File: src/common/stepper_pkg.sv
`default_nettype none

package stepper_pkg;

  // Sizes
  localparam int WORD_W    = 64;  // SPI word
  localparam int DIV_W     = 24;  // Tick divisor
  localparam int USTEP_W   = 2;   // 0 full step .. 3 eighth step
  localparam int POS_W     = 5;   // 32 eighth steps per electrical cycle
  localparam int PWM_W     = 8;
  localparam int BIT_CNT_W = 7;   // Room to count past one word

  // Bit count of a well-formed frame
  localparam logic [BIT_CNT_W-1:0] FRAME_BITS = 7'd64;

  // Command headers, word bits 63:56
  localparam logic [7:0] CMD_MOVE    = 8'h01;
  localparam logic [7:0] CMD_DIVISOR = 8'h03;
  localparam logic [7:0] CMD_USTEP   = 8'h04;

  // Values after reset
  localparam logic [DIV_W-1:0]   DIV_DEFAULT   = 24'd32;
  localparam logic [USTEP_W-1:0] USTEP_DEFAULT = 2'd0;

  // One coordinated move as handed to the DDA
  typedef struct packed {
    logic               dir;
    logic [63:0]        duration;  // Ticks
    logic [63:0]        velocity;  // Unsigned phase increment
    logic signed [63:0] accel;     // Added to velocity every tick
  } move_cmd_t;

  // Word returned to the host on CIPO
  typedef struct packed {
    logic [7:0]  last_header;
    logic        busy;
    logic        pending;
    logic [1:0]  usteps;
    logic [19:0] reserved;
    logic [31:0] step_count;
  } status_t;

endpackage

`default_nettype wire

File: src/motion/motion_dda.sv
`default_nettype none
`timescale 1ns/1ps

module motion_dda (
  input  wire                          CLK,
  input  wire                          rst_n,
  input  wire                          move_req,
  input  wire stepper_pkg::move_cmd_t  move_cmd,
  output logic                         move_ack,
  input  wire                          tick,
  output logic                         busy,
  output logic                         step,
  output logic                         dir,
  output logic [31:0]                  step_count
);

  logic [63:0] vel;
  logic [63:0] accel;
  logic [63:0] phase;
  logic [63:0] duration;
  logic [63:0] tick_cnt;
  logic [65:0] vel_sum;
  logic [63:0] vel_next;
  logic [64:0] phase_sum;
  logic        accept;
  logic        advance;

  assign accept  = move_req && !move_ack && !busy;
  assign advance = busy && tick && (duration != '0);

  // Signed add, anything outside 0..2^64-1 stops the motor
  assign vel_sum   = {2'b00, vel} + {{2{accel[63]}}, accel};
  assign vel_next  = (|vel_sum[65:64]) ? '0 : vel_sum[63:0];
  assign phase_sum = {1'b0, phase} + {1'b0, vel_next};

  always_ff @(posedge CLK or negedge rst_n) begin
    if (!rst_n) begin
      move_ack   <= 1'b0;
      busy       <= 1'b0;
      step       <= 1'b0;
      dir        <= 1'b0;
      step_count <= '0;
      tick_cnt   <= '0;
    end else begin
      step <= 1'b0;

      if (accept)
        move_ack <= 1'b1;
      else if (move_ack && !move_req)
        move_ack <= 1'b0;

      if (accept) begin
        busy       <= 1'b1;
        dir        <= move_cmd.dir;
        step_count <= '0;
        tick_cnt   <= '0;
      end else if (busy && duration == '0) begin
        busy <= 1'b0;  // Empty move
      end else if (advance) begin
        tick_cnt <= tick_cnt + 64'd1;
        step     <= phase_sum[64];  // Carry out issues a step
        if (phase_sum[64])
          step_count <= step_count + 32'd1;
        if (tick_cnt + 64'd1 == duration)
          busy <= 1'b0;
      end
    end
  end

  always_ff @(posedge CLK) begin
    if (accept) begin
      vel      <= move_cmd.velocity;
      accel    <= move_cmd.accel;
      duration <= move_cmd.duration;
      phase    <= '0;
    end else if (advance) begin
      vel   <= vel_next;
      phase <= phase_sum[63:0];
    end
  end

endmodule

`default_nettype wire

File: src/rtl/cmd_parser.sv
`default_nettype none
`timescale 1ns/1ps

module cmd_parser (
  input  wire                                 CLK,
  input  wire                                 rst_n,
  input  wire                                 word_req,
  input  wire [stepper_pkg::WORD_W-1:0]       word_data,
  output logic                                word_ack,
  output logic                                move_req,
  output stepper_pkg::move_cmd_t              move_cmd,
  input  wire                                 move_ack,
  output logic [stepper_pkg::DIV_W-1:0]       divisor,
  output logic [stepper_pkg::USTEP_W-1:0]     usteps,
  output logic [7:0]                          last_header,
  output logic                                pending
);

  typedef enum logic [2:0] {IDLE, MOVE_DUR, MOVE_VEL, MOVE_ACC, HANDOFF} state_t;

  state_t     state;
  logic [7:0] header;
  logic       take;

  assign header = word_data[stepper_pkg::WORD_W-1 -: 8];

  // No new words while a move waits for the DDA
  assign take    = word_req && !word_ack && (state != HANDOFF);
  assign pending = (state == HANDOFF);

  always_ff @(posedge CLK or negedge rst_n) begin
    if (!rst_n) begin
      state       <= IDLE;
      word_ack    <= 1'b0;
      move_req    <= 1'b0;
      divisor     <= stepper_pkg::DIV_DEFAULT;
      usteps      <= stepper_pkg::USTEP_DEFAULT;
      last_header <= 8'h00;
    end else begin
      if (take)
        word_ack <= 1'b1;
      else if (word_ack && !word_req)
        word_ack <= 1'b0;

      case (state)
        IDLE: begin
          if (take) begin
            case (header)
              stepper_pkg::CMD_MOVE: state <= MOVE_DUR;
              stepper_pkg::CMD_DIVISOR: begin
                // Zero would stall the timer
                divisor <= (word_data[stepper_pkg::DIV_W-1:0] == '0) ?
                           {{(stepper_pkg::DIV_W-1){1'b0}}, 1'b1} :
                           word_data[stepper_pkg::DIV_W-1:0];
                last_header <= header;
              end
              stepper_pkg::CMD_USTEP: begin
                usteps <= (|word_data[55:stepper_pkg::USTEP_W]) ? '1 :
                          word_data[stepper_pkg::USTEP_W-1:0];  // Clamp to eighth step
                last_header <= header;
              end
              default: ;  // Unknown header, acked and ignored
            endcase
          end
        end
        MOVE_DUR: if (take) state <= MOVE_VEL;
        MOVE_VEL: if (take) state <= MOVE_ACC;
        MOVE_ACC: if (take) state <= HANDOFF;
        HANDOFF: begin
          if (move_req && move_ack) begin
            move_req    <= 1'b0;
            last_header <= stepper_pkg::CMD_MOVE;
            state       <= IDLE;
          end else if (!move_req && !move_ack) begin
            move_req <= 1'b1;
          end
        end
        default: state <= IDLE;
      endcase
    end
  end

  // Move fields filled word by word
  always_ff @(posedge CLK) begin
    if (take) begin
      case (state)
        IDLE:     if (header == stepper_pkg::CMD_MOVE) move_cmd.dir <= word_data[0];
        MOVE_DUR: move_cmd.duration <= word_data;
        MOVE_VEL: move_cmd.velocity <= word_data;
        MOVE_ACC: move_cmd.accel    <= word_data;
        default: ;
      endcase
    end
  end

endmodule

`default_nettype wire

File: src/rtl/hbridge_driver.sv
`default_nettype none
`timescale 1ns/1ps

module hbridge_driver (
  input  wire                              CLK,
  input  wire                              rst_n,
  input  wire                              step,
  input  wire                              dir,
  input  wire [stepper_pkg::USTEP_W-1:0]   usteps,
  output logic                             phase_a1,
  output logic                             phase_a2,
  output logic                             phase_b1,
  output logic                             phase_b2,
  output logic                             pwm_a,
  output logic                             pwm_b
);

  logic [stepper_pkg::POS_W-1:0] pos;
  logic [stepper_pkg::POS_W-1:0] pos_b;
  logic [stepper_pkg::POS_W-1:0] delta;
  logic                          enabled;
  logic [stepper_pkg::PWM_W-1:0] pwm_cnt;
  logic [stepper_pkg::PWM_W-1:0] mag_a;
  logic [stepper_pkg::PWM_W-1:0] mag_b;

  // Quarter sine over 8 eighth steps, mirrored in the second quarter
  function automatic logic [stepper_pkg::PWM_W-1:0] sine_mag(
      input logic [stepper_pkg::POS_W-1:0] p);
    logic [stepper_pkg::POS_W-2:0] q;
    q = p[stepper_pkg::POS_W-2] ? (4'd8 - {1'b0, p[stepper_pkg::POS_W-3:0]}) :
                                  {1'b0, p[stepper_pkg::POS_W-3:0]};
    case (q)
      4'd0: sine_mag = 8'd0;
      4'd1: sine_mag = 8'd50;
      4'd2: sine_mag = 8'd98;
      4'd3: sine_mag = 8'd142;
      4'd4: sine_mag = 8'd180;
      4'd5: sine_mag = 8'd212;
      4'd6: sine_mag = 8'd236;
      4'd7: sine_mag = 8'd250;
      default: sine_mag = 8'd255;
    endcase
  endfunction

  assign delta = {{(stepper_pkg::POS_W-1){1'b0}}, 1'b1} << (2'd3 - usteps);
  assign pos_b = pos + 5'd8;  // Coil B leads by a quarter cycle
  assign mag_a = sine_mag(pos);
  assign mag_b = sine_mag(pos_b);

  always_ff @(posedge CLK or negedge rst_n) begin
    if (!rst_n) begin
      pos     <= '0;
      enabled <= 1'b0;
    end else if (step) begin
      pos     <= dir ? pos + delta : pos - delta;  // Wraps mod 32
      enabled <= 1'b1;
    end
  end

  assign phase_a1 = enabled & ~pos[stepper_pkg::POS_W-1];
  assign phase_a2 = enabled & pos[stepper_pkg::POS_W-1];
  assign phase_b1 = enabled & ~pos_b[stepper_pkg::POS_W-1];
  assign phase_b2 = enabled & pos_b[stepper_pkg::POS_W-1];

  always_ff @(posedge CLK or negedge rst_n) begin
    if (!rst_n) begin
      pwm_cnt <= '0;
      pwm_a   <= 1'b0;
      pwm_b   <= 1'b0;
    end else begin
      pwm_cnt <= pwm_cnt + 1'b1;  // Free running
      pwm_a   <= enabled && (pwm_cnt < mag_a);
      pwm_b   <= enabled && (pwm_cnt < mag_b);
    end
  end

endmodule

`default_nettype wire

File: src/rtl/stepper_ctrl_top.sv
`default_nettype none
`timescale 1ns/1ps

module stepper_ctrl_top (
  input  wire  CLK,
  input  wire  rst_n,
  input  wire  sck,
  input  wire  ssel,
  input  wire  copi,
  output logic cipo,
  output logic phase_a1,
  output logic phase_a2,
  output logic phase_b1,
  output logic phase_b2,
  output logic pwm_a,
  output logic pwm_b,
  output logic led
);

  stepper_pkg::status_t              status;
  logic                              word_req;
  logic                              word_ack;
  logic [stepper_pkg::WORD_W-1:0]    word_data;
  logic                              move_req;
  logic                              move_ack;
  stepper_pkg::move_cmd_t            move_cmd;
  logic [stepper_pkg::DIV_W-1:0]     divisor;
  logic [stepper_pkg::USTEP_W-1:0]   usteps;
  logic [7:0]                        last_header;
  logic                              pending;
  logic                              busy;
  logic                              tick;
  logic                              step;
  logic                              dir;
  logic [31:0]                       step_count;

  assign status = '{last_header: last_header, busy: busy, pending: pending,
                    usteps: usteps, reserved: '0, step_count: step_count};
  assign led = busy;

  spi_word_rx rx_inst (
    .CLK(CLK), .rst_n(rst_n), .sck(sck), .ssel(ssel), .copi(copi), .cipo(cipo),
    .status(status), .word_req(word_req), .word_data(word_data), .word_ack(word_ack)
  );

  cmd_parser parser_inst (
    .CLK(CLK), .rst_n(rst_n), .word_req(word_req), .word_data(word_data),
    .word_ack(word_ack), .move_req(move_req), .move_cmd(move_cmd), .move_ack(move_ack),
    .divisor(divisor), .usteps(usteps), .last_header(last_header), .pending(pending)
  );

  tick_timer timer_inst (
    .CLK(CLK), .rst_n(rst_n), .run(busy), .divisor(divisor), .tick(tick)
  );

  motion_dda dda_inst (
    .CLK(CLK), .rst_n(rst_n), .move_req(move_req), .move_cmd(move_cmd),
    .move_ack(move_ack), .tick(tick), .busy(busy), .step(step), .dir(dir),
    .step_count(step_count)
  );

  hbridge_driver driver_inst (
    .CLK(CLK), .rst_n(rst_n), .step(step), .dir(dir), .usteps(usteps),
    .phase_a1(phase_a1), .phase_a2(phase_a2), .phase_b1(phase_b1),
    .phase_b2(phase_b2), .pwm_a(pwm_a), .pwm_b(pwm_b)
  );

endmodule

`default_nettype wire

File: src/rtl/tick_timer.sv
`default_nettype none
`timescale 1ns/1ps

module tick_timer (
  input  wire                            CLK,
  input  wire                            rst_n,
  input  wire                            run,
  input  wire [stepper_pkg::DIV_W-1:0]   divisor,
  output logic                           tick
);

  logic [stepper_pkg::DIV_W-1:0] cnt;
  logic [stepper_pkg::DIV_W-1:0] cnt_next;

  assign cnt_next = cnt + 1'b1;

  always_ff @(posedge CLK or negedge rst_n) begin
    if (!rst_n) begin
      cnt  <= '0;
      tick <= 1'b0;
    end else if (!run) begin
      cnt  <= '0;  // Fresh period for each move
      tick <= 1'b0;
    end else if (cnt_next >= divisor) begin
      cnt  <= '0;
      tick <= 1'b1;
    end else begin
      cnt  <= cnt_next;
      tick <= 1'b0;
    end
  end

endmodule

`default_nettype wire

File: src/spi/spi_word_rx.sv
`default_nettype none
`timescale 1ns/1ps

module spi_word_rx (
  input  wire                              CLK,
  input  wire                              rst_n,
  input  wire                              sck,
  input  wire                              ssel,
  input  wire                              copi,
  output logic                             cipo,
  input  wire stepper_pkg::status_t        status,
  output logic                             word_req,
  output logic [stepper_pkg::WORD_W-1:0]   word_data,
  input  wire                              word_ack
);

  logic [2:0] sck_sync;
  logic [2:0] ssel_sync;
  logic [1:0] copi_sync;
  logic       sck_rise;
  logic       sck_fall;
  logic       ssel_rise;
  logic       ssel_fall;
  logic       active;
  logic [stepper_pkg::BIT_CNT_W-1:0] bit_cnt;
  logic [stepper_pkg::WORD_W-1:0]    rx_shift;
  logic [stepper_pkg::WORD_W-1:0]    tx_shift;
  logic       frame_end;
  logic       frame_ok;

  // Two flops into CLK, third flop for edges
  always_ff @(posedge CLK or negedge rst_n) begin
    if (!rst_n) begin
      sck_sync  <= 3'b000;
      ssel_sync <= 3'b111;  // Deselected while idle
      copi_sync <= 2'b00;
    end else begin
      sck_sync  <= {sck_sync[1:0], sck};
      ssel_sync <= {ssel_sync[1:0], ssel};
      copi_sync <= {copi_sync[0], copi};
    end
  end

  assign sck_rise  = sck_sync[1] & ~sck_sync[2];
  assign sck_fall  = ~sck_sync[1] & sck_sync[2];
  assign ssel_rise = ssel_sync[1] & ~ssel_sync[2];
  assign ssel_fall = ~ssel_sync[1] & ssel_sync[2];
  assign active    = ~ssel_sync[1];

  // Bit counter saturates one past a full word
  always_ff @(posedge CLK or negedge rst_n) begin
    if (!rst_n) begin
      bit_cnt <= '0;
    end else if (ssel_fall) begin
      bit_cnt <= '0;
    end else if (active && sck_rise && bit_cnt <= stepper_pkg::FRAME_BITS) begin
      bit_cnt <= bit_cnt + 1'b1;
    end
  end

  always_ff @(posedge CLK) begin
    if (active && sck_rise)
      rx_shift <= {rx_shift[stepper_pkg::WORD_W-2:0], copi_sync[1]};  // MSB first
  end

  // Status snapshot at frame start, next bit on each SCK fall
  always_ff @(posedge CLK or negedge rst_n) begin
    if (!rst_n)
      tx_shift <= '0;
    else if (ssel_fall)
      tx_shift <= status;
    else if (active && sck_fall)
      tx_shift <= {tx_shift[stepper_pkg::WORD_W-2:0], 1'b0};
  end

  assign cipo = tx_shift[stepper_pkg::WORD_W-1];

  // End of frame -> length check -> offer
  always_ff @(posedge CLK or negedge rst_n) begin
    if (!rst_n) begin
      frame_end <= 1'b0;
      frame_ok  <= 1'b0;
      word_req  <= 1'b0;
    end else begin
      frame_end <= ssel_rise;
      frame_ok  <= frame_end && (bit_cnt == stepper_pkg::FRAME_BITS);
      if (frame_ok && !word_req && !word_ack)
        word_req <= 1'b1;  // Dropped if handshake still open
      else if (word_req && word_ack)
        word_req <= 1'b0;
    end
  end

  // Held stable while word_req is high
  always_ff @(posedge CLK) begin
    if (frame_ok && !word_req && !word_ack)
      word_data <= rx_shift;
  end

endmodule

`default_nettype wire

File: config.mk
export PLATFORM = sky130hd
export DESIGN_NAME = stepper_ctrl_top
export DESIGN_NICKNAME = d
export VERILOG_FILES = /design/src/common/stepper_pkg.sv /design/src/motion/motion_dda.sv /design/src/rtl/cmd_parser.sv /design/src/rtl/hbridge_driver.sv /design/src/rtl/stepper_ctrl_top.sv /design/src/rtl/tick_timer.sv /design/src/spi/spi_word_rx.sv
export SDC_FILE = /design/constraint.sdc
export NUM_CORES = 1
export LEC_CHECK = 0
export BUFFER_PORTS_ARGS = -buffer_cell sky130_fd_sc_hd__buf_2
export CORE_UTILIZATION = 55
export CTS_CLUSTER_SIZE = 14
export DETAILED_ROUTE_END_ITERATION = 10
export PLACE_DENSITY = 0.7
export SLEW_MARGIN = 20
export SYNTH_ARGS = -nofsm -noshare
export SYNTH_HDL_FRONTEND = slang
export SYNTH_SLANG_ARGS = --single-unit
export TNS_END_PERCENT = 50
File: constraint.sdc
create_clock -name CLK -period 9.7 [get_ports CLK]
set_input_delay 1.94 -clock CLK [delete_from_list [all_inputs] [get_ports CLK]]
set_output_delay 1.94 -clock CLK [all_outputs]
set_load 0.01 [all_outputs]
# ---- Word level (Yosys, flattened, before mapping)
# Memory sizes are Yosys's and may differ from the RTL's.
# Index checks and enable logic that the tools add are counted.
dict set report classes {
  add_sub_neg 13
  n_lt_le_gt_ge 4
  n_eq_ne 18
  shifts 1
  muxes 51
  n_bitwise 14
  reduce_logical 55
}
# op n
set op_table {}
lappend op_table {{$mux 64} 8}
lappend op_table {{$mux 32} 4}
lappend op_table {{$mux 24} 3}
lappend op_table {{$add 65x64->66} 1}
lappend op_table {{$add 64x64->65} 1}
lappend op_table {{$add 64x1->64 const B} 1}
lappend op_table {{$eq 64x64->1} 1}
lappend op_table {{$logic_not 64->1} 1}
lappend op_table {{$reduce_bool 64->1} 1}
lappend op_table {{$reduce_or 54->1} 1}
lappend op_table {{$mux 8} 5}
lappend op_table {{$add 32x1->32 const B} 1}
lappend op_table {{$add 24x1->24 const B} 1}
lappend op_table {{$ge 24x24->1} 1}
lappend op_table {{$logic_not 24->1} 1}
lappend op_table {{$logic_and 1x1->1} 20}
lappend op_table {{$mux 3} 6}
lappend op_table {{$reduce_bool 2->1} 9}
lappend op_table {{$mux 1} 17}
lappend op_table {{$lt 8x8->1} 2}
lappend op_table {{$pmux 8 s2} 1}
lappend op_table {{$pmux 3 s5} 1}
lappend op_table {{$mux 7} 2}
lappend op_table {{$ne 2x1->1 const B} 6}
lappend op_table {{31 further kinds} 61}
dict set report word_totals {
  regBits 839
  rom_bits 112
  input_bits 5
  output_inout_bits 8
  wordCells 195
  mem_count 2
}
# name depth width read_ports rd_ports_with_merged_regs wr line
set mem_list {}
lappend mem_list {{(name not given)} 8 7 1 0 0 hbridge_driver.sv:32} ;# case (q)
lappend mem_list {{(name not given)} 8 7 1 0 0 hbridge_driver.sv:32}

# ---- Depth between registers and ports, before layout
dict set report logic_depth {
  word_depth 8
  ltp_mapped 29
  depth_no_buf 25
}

# ---- Modules after synthesis
# Synthesis repeated with hierarchy kept, for this count alone.
dict set report unflattened {
  cells_unflattened 3749
  hier_area_um2 41683.7
}
# module instances cells_each area_each_um2 seq_area_each_um2
set by_module_without_submodules {}
lappend by_module_without_submodules {motion_dda 1 2635 23436.2 9549.2}
lappend by_module_without_submodules {cmd_parser 1 338 7639.8 6772.7}
lappend by_module_without_submodules {spi_word_rx 1 409 7190.6 5899.4}
lappend by_module_without_submodules {tick_timer 1 207 1908.1 625.6}
lappend by_module_without_submodules {hbridge_driver 1 159 1505.2 400.4}
lappend by_module_without_submodules {stepper_ctrl_top 1 1 3.8 0.0}

# ---- Worst setup path after synthesis
# Ideal clock, no wire load.
dict set report synth_timing {
  path_kind {register to register}
  from {reg parser_inst.word_ack}
  to {reg, netlist name parser_inst.move_cmd[100]}
  setup_time_ns 0.666
  arrival_ns 7.203
  required_time_ns 9.034
  slack_ns 1.831
  stages_incl_launch_ff 3
  path_buffers 0
  synth_period_minus_slack_ns 7.869
  path_cell_list {dfrtp_1 -> nand2b_1 -> nor4b_1}
}
dict set report synth_via {
  elab_chain_cells 4
}
# item line
set synth_rtl {}
lappend synth_rtl {{start: declaration} cmd_parser.sv:9} ;# output logic word_ack,
lappend synth_rtl {{start signal: assignment} cmd_parser.sv:34} ;# word_ack <= 1'b0;
lappend synth_rtl {{start signal: assignment} cmd_parser.sv:41} ;# word_ack <= 1'b1;
lappend synth_rtl {{start signal: assignment} cmd_parser.sv:43} ;# word_ack <= 1'b0;
lappend synth_rtl {{$logic_not 1->1} cmd_parser.sv:28} ;# assign take = word_req && !word_ack && (state != HANDOFF);
lappend synth_rtl {{$logic_and 1x1->1 (2 in series)} cmd_parser.sv:28}
lappend synth_rtl {{$reduce_and 2->1 (no line)} -}
# No other way between the ends.
# A chain may end at the register's enable or synchronous reset.

# ---- Worst setup path in the final report
dict set report layout_timing {
  from {reg dda_inst.accel[0]}
  to {reg dda_inst.step_count[22]}
}
dict set report layout_via {
  elab_chain_cells 6
}
# item line
set layout_rtl {}
lappend layout_rtl {{start: declaration} motion_dda.sv:18} ;# logic [63:0] accel;
lappend layout_rtl {{start signal: assignment} motion_dda.sv:73} ;# accel <= move_cmd.accel;
lappend layout_rtl {{$add 65x64->66 *} motion_dda.sv:32} ;# assign vel_sum = {2'b00, vel} + {{2{accel[63]}}, accel};
lappend layout_rtl {{$reduce_or 2->1} motion_dda.sv:33} ;# assign vel_next = (|vel_sum[65:64]) ? '0 : vel_sum[63:0];
lappend layout_rtl {{$mux 64 *} motion_dda.sv:33}
lappend layout_rtl {{$add 64x64->65 *} motion_dda.sv:34} ;# assign phase_sum = {1'b0, phase} + {1'b0, vel_next};
lappend layout_rtl {{$reduce_bool 2->1 (no line) *} -}
lappend layout_rtl {{$reduce_and 3->1 (no line) *} -}
lappend layout_rtl {{end signal: assignment} motion_dda.sv:63} ;# step_count <= step_count + 32'd1;
lappend layout_rtl {{end: declaration} motion_dda.sv:14} ;# output logic [31:0] step_count
# Every way passes the cells marked *; elsewhere a longest branch is shown, timed or not.

==> metrics.md <==
| Metric | Value |
|---|---|
| Status | finished, final reports clean |
| Cells after Synth | 3885 |
| 1st-pass router iterations | 7 |
| Sequential area share after synthesis | 55.63% |
| Nets | 4038 |
| Crit path launch type | register |
| Multiplexer share of the synthesized area | 0.8623% |
| Hold/Removal Path Class | reg -> reg |
| Ys Warns | 0 |
| Post-synthesis xor/xnor area fraction | 5.910% |
| Power per Cell Area | 160.7 mW/mm^2 |
| Die Span Y | 277.7 um |
| Yosys top cell area share | 36.86% |
| Worst setup EP type | register |
| Sw frac | 20.46% |
| CTS Sinks | 839 |
| Post-Synth Adder-Cell Area | 5.892% |
| Setup ws final | 1.274 ns |
| Num CTS Buffers | 87 |
| Main synth FF type | edfxtp_1 |
| Crit-path max FO | 24 |
| CTS Hold Bufs | 0 |
| WL per Instance | 20.84 um |
| Layout Utilization | 61.02% |
| Sequential group share of total power | 52.0% |
| Port Buf Inserts | 12 |
| Arr. time, crit path | 9.00 ns |
| DP Worst Slack | 1.370 ns |
| Yosys reg bits | 839 |
| HPWL after detailed placement | 70200 um |
| Filler cell count | 6107 |
| CTS tree | built |
| Compound-Gate Fraction of Synth Area | 14.00% |
| Final WL | 101700 um |
| Comb power frac | 1.1% |
| Post-DRT Antenna Nets | 0 |
| Cell taking the most area after synthesis | edfxtp_1 |
| Vias in the first global route | 28280 |
| H-tree depth | 3 |
| # Post-CTS Setup Buffers | 0 |
| Largest net degree at the start of global routing | 188 |
| CP required | 10.27 ns |
| Most common cell in the synthesized netlist | edfxtp_1 |
| ANT cells | 0 |
| Setup TNS | 0 ns |
| Synth async-reset ratio | 31.23% |
| Final Hold Violating Endpoints | 0 |
| Post-route DRC | 0 |
| Initial antenna violation count | 1 |
| Rows | 100 |
| RSZ-0062 raised after global routing | false |
| Tcrit/Tclk final | 86.86% |
| Synthesized area per cell | 10.76 sq um |
| Multi-input gate area | 0.01737 sq mm |
| Initial DRC Count | 2699 |
| Slew at the pin closest to its max-slew limit | 1.082 ns |
| IO Count | 13 |
| Fin crit period | 8.426 ns |
| Post-synth EDFFs | 513 |
| Starting Density | 55.85% |
| Leak Pwr | 17.05 nW |
| Wire length of the first global-routing pass | 159800 um |
| Sequential cell area | 0.02325 sq mm |
| Die W | 277.7 um |
| Post-CTS sizing | 0 |
| Total gr overflow | 0 |
| Mapped Nets | 4085 |
| Relative slew margins | 26.91% |
| Int Pwr | 5.835 mW |
| Maximum Capacitance Violations | 0 |
| Clock power share | 46.9% |
| Tot GR Track Use | 26.40% |
| Clock root buffer | clkbuf_16 |
| DIE AREA | 0.07709 sq mm |
| Ranking of synthesized cells by area | edfxtp_1 37%, dfrtp_1 15%, ha_1 5.7% |
| Core Box Area | 0.07482 sq mm |
| CTS max path bufs | 3 |
| Synth-to-layout area growth | 9.242% |
| Final setup vio count | 0 |
| Switch Pwr | 1.501 mW |
| Mapped Area | 0.04179 sq mm |
| RePlAce Congestion | 0.9587 |
| Max Freq | 118.7 MHz |
| Peak supply drop | 138.8 uV |
| Later-pin clock latency in the skew report | 0.65 ns |
| Synth cell types | 95 |
| Clock skew | 0.02796 ns |
| Post-Synth Simple-Gate Area | 14.70% |
| Slew Limit Fails | 0 |
| Fraction of layout cells with a size suffix above 1 | 6.875% |
| Post-synth top cells | 513 x edfxtp_1, 414 x nand2_1, 306 x nor2_1 |
| Via count | 29740 |
| Vias/cell | 6.091 |
| Crit Path Category | reg -> reg |
| Clk pin slew, worst setup/hold paths | 0.06 ns |
| Largest family of logic cells by synthesized area | simple AND/OR/NAND/NOR gates |
metrics by stage:
stage | power (mW) | hold slack, ns | std cells | instance area (sq um)
after floorplan | 3.927 | 0.3312 | 3885 | 41790
after global placement | 3.966 | 0.3329 | 4718 | 42690
after detailed placement | 3.969 | 0.3403 | 4718 | 42690
after CTS | 7.398 | 0.3529 | 4882 | 45650
after global routing | 7.549 | 0.3650 | 4882 | 45650
final | 7.336 | 0.3499 | 4882 | 45650
layout make-up:
cell class	instances	share of cell area (%)
flip-flops and latches	839	50.92
inverters	129	1.077
multi-input cells	2732	38.04
repair buffers	49	0.8167
clock inverters	47	1.157
well taps	969	2.656
clock buffers	117	5.328
path summary, 6_finish.rpt:
| kind | startpoint | to | slack [ns] | depth (start not counted) |
|---|---|---|---|---|
| min reg2reg | rx_inst.copi_sync[0]$_DFF_PN0_ | rx_inst.copi_sync[1]$_DFF_PN0_ | 0.35 | 0 |
| max in group asynchronous | rst_n | dda_inst.tick_cnt[53]$_DFFE_PN0P_ | 7.19 | 2 |
| max reg2reg | dda_inst.accel[0]$_DFFE_PP_ | dda_inst.step_count[22]$_DFFE_PN0P_ | 1.27 | 26 |
| min in group asynchronous | rst_n | rx_inst.tx_shift[26]$_DFFE_PN0P_ | 1.22 | 1 |
| max | dda_inst.accel[0]$_DFFE_PP_ | dda_inst.step_count[22]$_DFFE_PN0P_ | 1.27 | 26 |
| min | rx_inst.copi_sync[0]$_DFF_PN0_ | rx_inst.copi_sync[1]$_DFF_PN0_ | 0.35 | 0 |
power by group through the flow:
stage	Sequential [mW]	Clock (mW)	Combinational, mW
after floorplan	3.88	0	0.0460
after global placement	3.89	0	0.0812
after detailed placement	3.89	0	0.0833
after CTS	3.81	3.50	0.0835
after global routing	3.82	3.64	0.0943
final	3.81	3.44	0.0807
flip-flops by register name, indices dropped and copies added, names as in the netlist, 2 cells and up:
signal	flops
parser_inst.move_cmd	193
dda_inst.accel	64
dda_inst.duration	64
dda_inst.phase	64
dda_inst.tick_cnt	64
dda_inst.vel	64
rx_inst.rx_shift	64
rx_inst.tx_shift	64
rx_inst.word_data	64
dda_inst.step_count	32
parser_inst.divisor	24
timer_inst.cnt	24
driver_inst.pwm_cnt	8
parser_inst.last_header	8
rx_inst.bit_cnt	7
driver_inst.pos	5
parser_inst.state	3
rx_inst.sck_sync	3
rx_inst.ssel_sync	3
parser_inst.usteps	2
rx_inst.copi_sync	2
worst max-delay path, cell delays in order (launching register included):
cell and delay (ns):
edfxtp_1 0.33, ha_1 0.17, inv_1 0.06, fa_1 0.39, nand2b_1 0.18, a21oi_1 0.24, o2111a_1 0.33, nor3_1 0.14
a2111oi_0 0.96, o2111ai_1 0.30, o21ba_2 0.30, o211ai_1 0.27, a2bb2oi_4 0.58, buf_4 0.41, nor2_1 0.10, ha_1 0.36
a21oi_1 0.13, o211ai_1 0.18, o2111ai_1 0.19, a211oi_1 0.60, o211ai_1 0.17, a21oi_1 0.26, o211ai_1 0.14, buf_4 0.22
a21oi_1 0.52, or4b_2 0.63, a21oi_1 0.15
per-layer routing:
layer  up-vias  part of all wire [%]  global-route usage (%)
li1      14140                     -                       -
met5         -                     0                       0
met3       224                   6.9                   4.523
met4         0                   3.8                   10.00
met1     14400                    45                   38.08
met2       976                    44                   40.02
kinds of logic (layout without fill, tap and decap cells):
family | after synthesis | in the layout
and+or+nand+nor | 1276 | 1276
AOI/OAI and AO/OA | 946 | 946
DFF | 839 | 839
buffers and inverters | 314 | 342
xor gates and xnor gates | 282 | 282
adders and majority gates | 195 | 195
muxes | 33 | 33
cell usage in the layout, fill, tap and decap left out, drive strengths merged, types with 8 or more instances in the layout:
| cell | instances |
|---|---|
| o21ai | 268 |
| inv | 135 |
| ha | 192 |
| a31oi | 66 |
| and2 | 21 |
| dfrtp | 258 |
| o211ai | 16 |
| mux2 | 24 |
| o21a | 12 |
| or2 | 8 |
| or3 | 16 |
| dfxtp | 64 |
| nand2 | 415 |
| a21o | 72 |
| nor2 | 306 |
| clkbuf | 117 |
| a211oi | 21 |
| or4 | 8 |
| nor2b | 46 |
| nand3 | 147 |
| clkinv | 28 |
| bufinv | 9 |
| nor4 | 55 |
| and3 | 48 |
| edfxtp | 513 |
| nand2b | 27 |
| o31ai | 111 |
| nor3 | 46 |
| a21boi | 10 |
| xor2 | 97 |
| a21oi | 259 |
| and4 | 18 |
| mux2i | 9 |
| a2111oi | 13 |
| nor3b | 8 |
| nand4 | 89 |
| xnor2 | 185 |
| o21bai | 28 |
| buf | 49 |
| o41ai | 9 |
(Power assumes the default switching activity.)
